===== config.mk =====
export PLATFORM = sky130hd
export DESIGN_NAME = mmu_top
export DESIGN_NICKNAME = d
export VERILOG_FILES = /design/src/common/cpu_pkg.sv /design/src/mmu/tlb.sv /design/src/mmu/mmu.sv /design/src/logic/tlb_regs.sv /design/src/logic/mmu_top.sv
export SDC_FILE = /design/constraint.sdc
export NUM_CORES = 2
export LEC_CHECK = 0
export BUFFER_PORTS_ARGS = -buffer_cell sky130_fd_sc_hd__buf_4
export CAP_MARGIN = 20
export CORE_MARGIN = 2
export CORE_UTILIZATION = 49
export DETAILED_ROUTE_END_ITERATION = 16
export PLACE_DENSITY_LB_ADDON = 0.2
export SETUP_SLACK_MARGIN = 0.02
export SYNTH_ARGS = -nofsm -noshare
export SYNTH_HDL_FRONTEND = slang
export SYNTH_SLANG_ARGS = --single-unit

===== constraint.sdc =====
create_clock -name clk -period 7.05 [get_ports clk]
set_input_delay 1.0575 -clock clk [delete_from_list [all_inputs] [get_ports clk]]
set_output_delay 1.0575 -clock clk [all_outputs]
set_load 0.01 [all_outputs]

===== src/common/cpu_pkg.sv =====
`default_nettype none

package cpu_pkg;

	// ********************
	// sizes and register map
	// ********************

	localparam int TLB_ENTRIES   = 16;
	localparam int TLB_INDEX_W   = 4;
	localparam int PAGE_OFFSET_W = 12;

	localparam logic [4:0] REG_INDEX     = 5'h00;
	localparam logic [4:0] REG_ENTRY_HI  = 5'h04;
	localparam logic [4:0] REG_ENTRY_LO0 = 5'h08;
	localparam logic [4:0] REG_ENTRY_LO1 = 5'h0c;
	localparam logic [4:0] REG_COMMAND   = 5'h10;

	// ********************
	// plain vector types
	// ********************

	typedef logic [31:0]            word_t;
	typedef logic [31:0]            virt_addr_t;
	typedef logic [31:0]            phys_addr_t;
	typedef logic [7:0]             asid_t;
	typedef logic [18:0]            vpn2_t;      // vaddr 31..13, one pair of pages
	typedef logic [19:0]            pfn_t;
	typedef logic [TLB_INDEX_W-1:0] tlb_index_t;
	typedef logic [4:0]             apb_addr_t;

	// ********************
	// bundles
	// ********************

	typedef struct packed {
		pfn_t pfn;
		logic dirty;                             // set when the page is writable
		logic valid;
	} tlb_page_t;

	typedef struct packed {
		vpn2_t     vpn2;
		asid_t     asid;
		logic      is_global;                    // ignore asid on match
		tlb_page_t page0;                        // even page, vaddr bit 12 clear
		tlb_page_t page1;
	} tlb_entry_t;

	typedef struct packed {
		phys_addr_t phys_addr;
		logic       miss;
		logic       valid;
		logic       dirty;
	} tlb_result_t;

	typedef struct packed {
		phys_addr_t phy_addr;
		virt_addr_t virt_addr;
		logic       miss;
		logic       invalid;
		logic       illegal;
		logic       dirty;
	} mmu_result_t;

	typedef struct packed {
		apb_addr_t paddr;
		logic      psel;
		logic      penable;
		logic      pwrite;
		word_t     pwdata;
	} apb_req_t;

	typedef struct packed {
		word_t prdata;
		logic  pready;
		logic  pslverr;
	} apb_rsp_t;

	typedef enum logic [1:0] {
		CMD_NONE  = 2'd0,
		CMD_TLBR  = 2'd1,
		CMD_TLBWI = 2'd2,
		CMD_TLBP  = 2'd3
	} tlb_cmd_e;

endpackage

`default_nettype wire


===== src/mmu/tlb.sv =====
`default_nettype none

module tlb import cpu_pkg::*; (
	input  wire              clk,
	input  wire              rst,
	input  wire asid_t       asid,
	input  wire virt_addr_t  inst_vaddr,
	input  wire virt_addr_t  data_vaddr,

	output tlb_result_t      inst_result,
	output tlb_result_t      data_result,

	input  wire tlb_index_t  tlbrw_index,
	input  wire              tlbrw_we,
	input  wire tlb_entry_t  tlbrw_wdata,
	output tlb_entry_t       tlbrw_rdata,

	input  wire word_t       tlbp_entry_hi,
	output word_t            tlbp_index
);

	tlb_entry_t entries [TLB_ENTRIES];

	logic [TLB_ENTRIES-1:0] inst_match;
	logic [TLB_ENTRIES-1:0] data_match;
	logic [TLB_ENTRIES-1:0] probe_match;

	vpn2_t inst_vpn2, data_vpn2, probe_vpn2;
	asid_t probe_asid;

	// ********************
	// entry storage
	// ********************

	always_ff @(posedge clk)
	begin
		if (rst)
		begin
			for (int i = 0; i < TLB_ENTRIES; i++)
				entries[i] <= '0;
		end
		else if (tlbrw_we)
		begin
			entries[tlbrw_index] <= tlbrw_wdata;
		end
	end

	assign tlbrw_rdata = entries[tlbrw_index];

	// ********************
	// match networks
	// ********************

	function automatic logic entry_hit(
		input tlb_entry_t e,
		input vpn2_t      vpn2,
		input asid_t      cur_asid
	);
		return (e.vpn2 == vpn2) && (e.is_global || e.asid == cur_asid);
	endfunction

	assign inst_vpn2  = inst_vaddr[31:PAGE_OFFSET_W+1];
	assign data_vpn2  = data_vaddr[31:PAGE_OFFSET_W+1];
	assign probe_vpn2 = tlbp_entry_hi[31:PAGE_OFFSET_W+1];
	assign probe_asid = tlbp_entry_hi[7:0];                 // probe uses the asid in entry_hi

	always_comb
	begin
		for (int i = 0; i < TLB_ENTRIES; i++)
		begin
			inst_match[i]  = entry_hit(entries[i], inst_vpn2, asid);
			data_match[i]  = entry_hit(entries[i], data_vpn2, asid);
			probe_match[i] = entry_hit(entries[i], probe_vpn2, probe_asid);
		end
	end

	// at most one entry matches, so the pages can simply be or-ed together
	function automatic tlb_result_t lookup(
		input logic [TLB_ENTRIES-1:0] hit,
		input virt_addr_t             vaddr
	);
		tlb_page_t   page;
		tlb_result_t res;
		page = '0;
		for (int i = 0; i < TLB_ENTRIES; i++)
		begin
			if (hit[i])
				page |= vaddr[PAGE_OFFSET_W] ? entries[i].page1 : entries[i].page0;
		end
		res.phys_addr = {page.pfn, vaddr[PAGE_OFFSET_W-1:0]};
		res.miss      = ~|hit;
		res.valid     = page.valid;
		res.dirty     = page.dirty;
		return res;
	endfunction

	assign inst_result = lookup(inst_match, inst_vaddr);
	assign data_result = lookup(data_match, data_vaddr);

	always_comb
	begin
		tlbp_index     = '0;
		tlbp_index[31] = ~|probe_match;                     // probe failure flag
		for (int i = 0; i < TLB_ENTRIES; i++)
		begin
			if (probe_match[i])
				tlbp_index[TLB_INDEX_W-1:0] |= tlb_index_t'(i);
		end
	end

endmodule

`default_nettype wire


===== src/mmu/mmu.sv =====
`default_nettype none

module mmu import cpu_pkg::*; (
	input  wire              clk,
	input  wire              rst,
	input  wire asid_t       asid,
	input  wire              is_user_mode,
	input  wire virt_addr_t  inst_vaddr,
	input  wire virt_addr_t  data_vaddr,

	output mmu_result_t      inst_result,
	output mmu_result_t      data_result,

	input  wire tlb_index_t  tlbrw_index,
	input  wire              tlbrw_we,
	input  wire tlb_entry_t  tlbrw_wdata,
	output tlb_entry_t       tlbrw_rdata,

	input  wire word_t       tlbp_entry_hi,
	output word_t            tlbp_index
);

	logic        inst_mapped, data_mapped;
	logic        user_periph;
	tlb_result_t inst_tlb, data_tlb;

	// useg, kseg2 and kseg3 go through the tlb
	function automatic logic is_mapped(input virt_addr_t vaddr);
		return ~vaddr[31] || (vaddr[31:30] == 2'b11);
	endfunction

	assign inst_mapped = is_mapped(inst_vaddr);
	assign data_mapped = is_mapped(data_vaddr);

	assign user_periph = (data_vaddr[31:24] >= 8'ha2) && (data_vaddr[31:24] <= 8'ha7);

	// ********************
	// instruction path
	// ********************

	assign inst_result.phy_addr  = inst_mapped ? inst_tlb.phys_addr : {3'b000, inst_vaddr[28:0]};
	assign inst_result.virt_addr = inst_vaddr;
	assign inst_result.miss      = inst_mapped & inst_tlb.miss;
	assign inst_result.invalid   = inst_mapped & ~inst_tlb.valid;
	assign inst_result.illegal   = is_user_mode & inst_vaddr[31];
	assign inst_result.dirty     = 1'b0;                   // fetches never write

	// ********************
	// data path
	// ********************

	assign data_result.phy_addr  = data_mapped ? data_tlb.phys_addr : {3'b000, data_vaddr[28:0]};
	assign data_result.virt_addr = data_vaddr;
	assign data_result.miss      = data_mapped & data_tlb.miss;
	assign data_result.invalid   = data_mapped & ~data_tlb.valid;
	assign data_result.illegal   = is_user_mode & data_vaddr[31] & ~user_periph;
	assign data_result.dirty     = ~data_mapped | data_tlb.dirty;   // unmapped is always writable

	tlb tlb_inst (
		.clk,
		.rst,
		.asid,
		.inst_vaddr,
		.data_vaddr,
		.inst_result (inst_tlb),
		.data_result (data_tlb),
		.tlbrw_index,
		.tlbrw_we,
		.tlbrw_wdata,
		.tlbrw_rdata,
		.tlbp_entry_hi,
		.tlbp_index
	);

endmodule

`default_nettype wire


===== src/logic/tlb_regs.sv =====
`default_nettype none

module tlb_regs import cpu_pkg::*; (
	input  wire              clk,
	input  wire              rst,
	input  wire apb_req_t    apb_req,
	output apb_rsp_t         apb_rsp,

	output asid_t            asid,
	output tlb_index_t       tlbrw_index,
	output logic             tlbrw_we,
	output tlb_entry_t       tlbrw_wdata,
	input  wire tlb_entry_t  tlbrw_rdata,
	output word_t            tlbp_entry_hi,
	input  wire word_t       tlbp_index
);

	tlb_index_t idx;
	logic       probe_fail;
	vpn2_t      hi_vpn2;
	asid_t      hi_asid;
	tlb_page_t  lo0_page, lo1_page;
	logic       lo0_g, lo1_g;

	logic      access, wr, addr_ok, cmd_wr;
	tlb_cmd_e  cmd;
	word_t     entry_hi_word;

	function automatic word_t lo_word(input tlb_page_t page, input logic g);
		return {6'b0, page.pfn, 3'b0, page.dirty, page.valid, g};
	endfunction

	assign access  = apb_req.psel & apb_req.penable;
	assign wr      = access & apb_req.pwrite;
	assign addr_ok = apb_req.paddr inside {REG_INDEX, REG_ENTRY_HI, REG_ENTRY_LO0,
		REG_ENTRY_LO1, REG_COMMAND};
	assign cmd     = tlb_cmd_e'(apb_req.pwdata[1:0]);
	assign cmd_wr  = wr & (apb_req.paddr == REG_COMMAND);

	assign entry_hi_word = {hi_vpn2, 5'b0, hi_asid};

	// ********************
	// register file
	// ********************

	always_ff @(posedge clk)
	begin
		if (rst)
		begin
			idx        <= '0;
			probe_fail <= 1'b0;
			hi_vpn2    <= '0;
			hi_asid    <= '0;
			lo0_page   <= '0;
			lo1_page   <= '0;
			lo0_g      <= 1'b0;
			lo1_g      <= 1'b0;
		end
		else if (wr)
		begin
			case (apb_req.paddr)
				REG_INDEX:
				begin
					idx        <= apb_req.pwdata[TLB_INDEX_W-1:0];
					probe_fail <= apb_req.pwdata[31];
				end
				REG_ENTRY_HI:
				begin
					hi_vpn2 <= apb_req.pwdata[31:13];
					hi_asid <= apb_req.pwdata[7:0];
				end
				REG_ENTRY_LO0:
				begin
					lo0_page <= {apb_req.pwdata[25:6], apb_req.pwdata[2], apb_req.pwdata[1]};
					lo0_g    <= apb_req.pwdata[0];
				end
				REG_ENTRY_LO1:
				begin
					lo1_page <= {apb_req.pwdata[25:6], apb_req.pwdata[2], apb_req.pwdata[1]};
					lo1_g    <= apb_req.pwdata[0];
				end
				REG_COMMAND:
				begin
					if (cmd == CMD_TLBR)
					begin
						hi_vpn2  <= tlbrw_rdata.vpn2;
						hi_asid  <= tlbrw_rdata.asid;
						lo0_page <= tlbrw_rdata.page0;
						lo1_page <= tlbrw_rdata.page1;
						lo0_g    <= tlbrw_rdata.is_global;
						lo1_g    <= tlbrw_rdata.is_global;
					end
					else if (cmd == CMD_TLBP)
					begin
						idx        <= tlbp_index[TLB_INDEX_W-1:0];
						probe_fail <= tlbp_index[31];
					end
				end
				default:
				begin
				end
			endcase
		end
	end

	// ********************
	// tlb side and read mux
	// ********************

	assign asid          = hi_asid;
	assign tlbrw_index   = idx;
	assign tlbrw_we      = cmd_wr & (cmd == CMD_TLBWI);     // high only in the access cycle
	assign tlbrw_wdata   = {hi_vpn2, hi_asid, lo0_g & lo1_g, lo0_page, lo1_page};
	assign tlbp_entry_hi = entry_hi_word;

	always_comb
	begin
		apb_rsp.prdata = '0;                                 // command and unknown read 0
		case (apb_req.paddr)
			REG_INDEX:     apb_rsp.prdata = {probe_fail, {(31 - TLB_INDEX_W){1'b0}}, idx};
			REG_ENTRY_HI:  apb_rsp.prdata = entry_hi_word;
			REG_ENTRY_LO0: apb_rsp.prdata = lo_word(lo0_page, lo0_g);
			REG_ENTRY_LO1: apb_rsp.prdata = lo_word(lo1_page, lo1_g);
			default:       apb_rsp.prdata = '0;
		endcase
		apb_rsp.pready  = 1'b1;                              // no wait states
		apb_rsp.pslverr = access & ~addr_ok;
	end

endmodule

`default_nettype wire


===== src/logic/mmu_top.sv =====
`default_nettype none

module mmu_top import cpu_pkg::*; (
	input  wire              clk,
	input  wire              rst,
	input  wire apb_req_t    apb_req,
	output apb_rsp_t         apb_rsp,
	input  wire              is_user_mode,
	input  wire virt_addr_t  inst_vaddr,
	input  wire virt_addr_t  data_vaddr,
	output mmu_result_t      inst_result,
	output mmu_result_t      data_result
);

	asid_t      asid;
	tlb_index_t tlbrw_index;
	logic       tlbrw_we;
	tlb_entry_t tlbrw_wdata, tlbrw_rdata;
	word_t      tlbp_entry_hi, tlbp_index;

	tlb_regs regs_inst (
		.clk,
		.rst,
		.apb_req,
		.apb_rsp,
		.asid,
		.tlbrw_index,
		.tlbrw_we,
		.tlbrw_wdata,
		.tlbrw_rdata,
		.tlbp_entry_hi,
		.tlbp_index
	);

	mmu mmu_inst (
		.clk,
		.rst,
		.asid,
		.is_user_mode,
		.inst_vaddr,
		.data_vaddr,
		.inst_result,
		.data_result,
		.tlbrw_index,
		.tlbrw_we,
		.tlbrw_wdata,
		.tlbrw_rdata,
		.tlbp_entry_hi,
		.tlbp_index
	);

endmodule

`default_nettype wire


* Yosys cells after proc, flatten, opt, wreduce, memory -nomap -nowiden
Memory sizes are Yosys's and may differ from the RTL's. A register that Yosys moved wholly into a read port is not among the register bits. Cells that the tools add are included.
Word-level totals: register bits after elaboration 78, memory bits (writable) 1152, input port bits 107, output and inout bits 170, word-level logic and storage cells 335, memories kept 1
Cells by class: order comparisons 2, eq/ne operators 76, muxes and demuxes 109, bitwise gates (word level) 51, reductions and logical operators 84
Memory list:
- mmu_inst.tlb_inst.entries | words 16, width 72, rd ports 17, clocked after memory_dff 1, write ports 16, RTL line tlb.sv:22 | tlb_entry_t entries [TLB_ENTRIES];
Operators with widths (count):
- 22-bit two-way mux | 66
- 19-bit == test | 48
- 22-bit bitwise OR | 30
- 8-bit == test | 16
- 32-bit case mux with 4 select lines | 1
- 22-bit case mux with 2 select lines | 2
- 72-bit two-way mux | 1
- 72-bit OR reduction | 1
- 32-bit two-way mux | 2
- 4-bit two-way mux | 13
- 1-bit logical AND | 49
- 16-bit OR reduction | 3
- 19-bit case mux with 2 select lines | 1
- 19-bit two-way mux | 1
- 1-bit logical OR | 18
- 8-bit case mux with 2 select lines | 1
- 1-bit bitwise AND | 13
- 3-bit two-way mux | 4
- 5-bit by 4-bit == test with 1-bit output (second input constant) | 2
- 1-bit two-way mux | 10
- 3-bit AND reduction | 3
- 2-bit == test (second input constant) | 4
- 8-bit >= comparator (second input constant) | 1
- 8-bit less-or-equal comparator (second input constant) | 1
- 15 further kinds | 31

* Longest topological paths before layout
An unclocked memory read counts as a cell.
word-level depth 37, mapped depth 11, gate-level depth less buffers 7

* Modules after synthesis
A second synthesis with hierarchy kept.
Second synthesis, totals: cells, all modules 7278, area total of the unflattened synthesis 84960.2 sq um
By module, submodules not included:
- tlb | instances 1, cells an instance 6656, area each 79025.8 sq um
- tlb_regs | instances 1, cells an instance 472, area each 4376.7 sq um
- mmu | instances 1, cells an instance 150, area each 1557.7 sq um

* Worst setup path after synthesis
OpenSTA, ideal clock, no wires.
kind input port to output port, from in data_vaddr[12], to out data_result[2] (netlist name), arrival 3.206 ns, required time 5.992 ns, setup slack 2.786 ns, stages 8, path buffers 4, cells stage by stage buf_4 > buf_2 > buf_2 > buf_1 > mux2_2 > a22oi_1 > o2111ai_1 > nor4_1
RTL lines:
- start, declared | RTL line mmu_top.sv:10 | input wire virt_addr_t data_vaddr,
- end, declared | RTL line mmu_top.sv:12 | output mmu_result_t data_result

==> flow_summary.ini <==
[outcome]
status = finished clean

[placed_design]
place_hpwl_um = 297000
io_buffer_count = 202
pre_cts_ws_ns = 0.756
dpl-instance-area_um2 = 85200
gp_congestion = 1.11

[global_routing]
track_usage_pct = 49.7
grt_max_degree = 113
antenna_found_initial = 54
grt_pass1_vias = 62300
grt_pass1_wl_um = 567000
grt_overflow_total = 0

[logic_synthesis]
yosys_warnings = 0
synth_ff_type = edfxtp_1
avgSynthCellArea_um2 = 11.8
ys_seq_area_share_pct = 44.3
ys_types = 75
synth_edf_count = 1152
syn-instance-count = 6918
synth.cell_area_um2 = 81800
synth-seq-cells = 1234
syn_nets = 7025
async_flop_share_pct = 0

[floorplan]
io_pins = 277
die_height_um = 413
start_util_pct = 49.5
num_rows = 149
die_x_um = 413
die-area_um2 = 170000
coreArea_um2 = 165000

[power]
p_switching_mw = 5.02
power_frac_clock_pct = 42.9
p_total_mw = 18.3
p_per_area_nw_per_um2 = 203
vdd_ir_drop_max_mv = 0.286
p_leak_nw = 34.0
intPower_mw = 13.3
pwr-share-seq_pct = 46.7
switching_share_pct = 27.4
power_frac_comb_pct = 10.4

[worst_hold_path]
hold_class = flip-flop to flip-flop

[clock_network]
clk_pin_slew_worst_paths_ns = 0.06
cts_sinks = 1234
cts_tree = yes
ctsHoldBuffers = 0
cts.path.max_buffers = 3
cts_resized = 0
h-tree-depth = 4
clockRootBuffer = clkbuf_16
clk_latency_ns = 0.83
postCtsSetupRepairBufs = 0
cts_buffers = 145

[timing]
finalSetupTns_ns = 0
min_period_ns = 6.87
finalClockSkew_ns = 0.0277
fin_crit_sh_pct = 97.4
layout_setup_ws_ns = 0.181
grt_setup_unrepaired = false
tightest_slew_ns = 1.39
setup_viol = 0
hold_violations = 0
timing.slew.headroom_pct = 7.30
max_clock_freq_ghz = 0.146
slew_violations = 0

[finish]
syn_to_final_growth_pct = 10.2
nets = 6930
multi_input_area_um2 = 42300
drive_above_1_share_pct = 19.5
layout_commonest_cell = edfxtp_1
regArea_um2 = 36300
num-fill-cells = 14100
final_area_um2 = 90100
layout_common_cells = 1,152 x edfxtp_1, 1,142 x and2_1, 933 x xor2_1

[routing]
drc_errors = 0
drtPass1Iterations = 9
wire_per_inst_um = 47.0
drt_iter0_markers = 13700
routed_wl_um = 431000
post_drt_via_cell_ratio = 7.36
via_count = 67400
postRouteAntennaNets = 0

[flow_run]
cap_violations = 0

[worst_setup_path]
critical_path_arrival_ns = 5.81
crit_fanout = 12
crit_type = primary input to primary output
startpoint_type = primary input
required_ns = 5.99
cp-end-kind = primary output
-- synth_stat cells (all sizes together) (49+ instances only) --
| cell | n | area [µm²] |
|---|---|---|
| nand2 | 157 | 589 |
| nand3 | 59 | 295 |
| a2111oi | 49 | 429 |
| xor2 | 933 | 8170 |
| buf | 397 | 2370 |
| clkbuf | 351 | 1320 |
| dfxtp | 82 | 1640 |
| and2 | 1143 | 7150 |
| nor3 | 226 | 1160 |
| a311oi | 75 | 657 |
| nor2 | 252 | 946 |
| mux2 | 151 | 1700 |
| mux2i | 559 | 5600 |
| nor4 | 388 | 2460 |
| xnor2 | 107 | 937 |
| edfxtp | 1152 | 34600 |
| mux4 | 363 | 8180 |
-- final cells by class --
class / count / area share, %
inverters: 4 / 0.0167
repair buffers: 506 / 4.46
clock buffers: 188 / 4.34
flip-flops and latches: 1234 / 40.2
clock inverters: 81 / 0.956
multi-input cells: 4932 / 46.9
well taps: 2189 / 3.04
diodes: 32 / 0.0888
-- cells by family after synthesis --
kind of cell | synth area share (%)
buffers and inverters | 4.53
muxes | 18.9
DFF | 44.3
other | 0.00918
AOI/OAI and AO/OA | 4.05
xor gates and xnor gates | 11.1
and+or+nand+nor | 17.1
-- power groups by stage --
stage | clock, mW | combinational (mW) | sequential [mW]
after floorplan | 0 | 1.05 | 8.53
after global placement | 0 | 1.80 | 8.67
after detailed placement | 0 | 1.79 | 8.67
after CTS | 7.80 | 1.80 | 8.52
after global routing | 8.07 | 1.89 | 8.55
final | 7.85 | 1.91 | 8.54
-- routing by layer --
layer	up-vias	routed length (µm)	global-route usage [%]
met4	54	30800	27.8
met5	-	585	0.424
met1	33800	162000	66.9
li1	25400	-	-
met3	1480	71500	23.3
met2	6676	166000	65.0
-- stage by stage --
step	util (%)	cells	hold WS (ns)
final	54.5	9166	0.499
after global routing	54.5	9134	0.519
after CTS	54.4	9124	0.465
after detailed placement	51.5	8855	0.495
after global placement	51.5	8848	0.485
after floorplan	-	6918	0.476
-- critical path, cell delays in order --
cell and delay, ns:
buf_4 0.26, buf_4 0.25, xor2_1 0.11, nor4_1 0.53, nand3_1 0.69, nor2_2 1.31, a32oi_1 0.14, and3_1 0.21
a41oi_1 0.95, buf_4 0.27
-- worst paths after layout --
| check | from | to | slack (ns) | cells past startpoint |
|---|---|---|---|---|
| max reg2reg | regs_inst.asid[3] | regs_inst.probe_fail | 2.28 | 10 |
| min | regs_inst.probe_fail | regs_inst.probe_fail | 0.50 | 2 |
| min reg2reg | regs_inst.probe_fail | regs_inst.probe_fail | 0.50 | 2 |
| max | inst_vaddr[21] | inst_result[49] | 0.18 | 10 |
-- sequential cells by signal (all words and copies together), names as in the netlist, named ones only --
name and cells:
regs_inst.probe_fail 1, regs_inst.tlbrw_wdata 44, regs_inst.lo0_g 1, regs_inst.asid 8, regs_inst.lo1_g 1, regs_inst.hi_vpn2 19
regs_inst.tlbrw_index 4, mmu_inst.tlb_inst.entries 1152
Note: power is estimated with default switching activity, not from simulation.
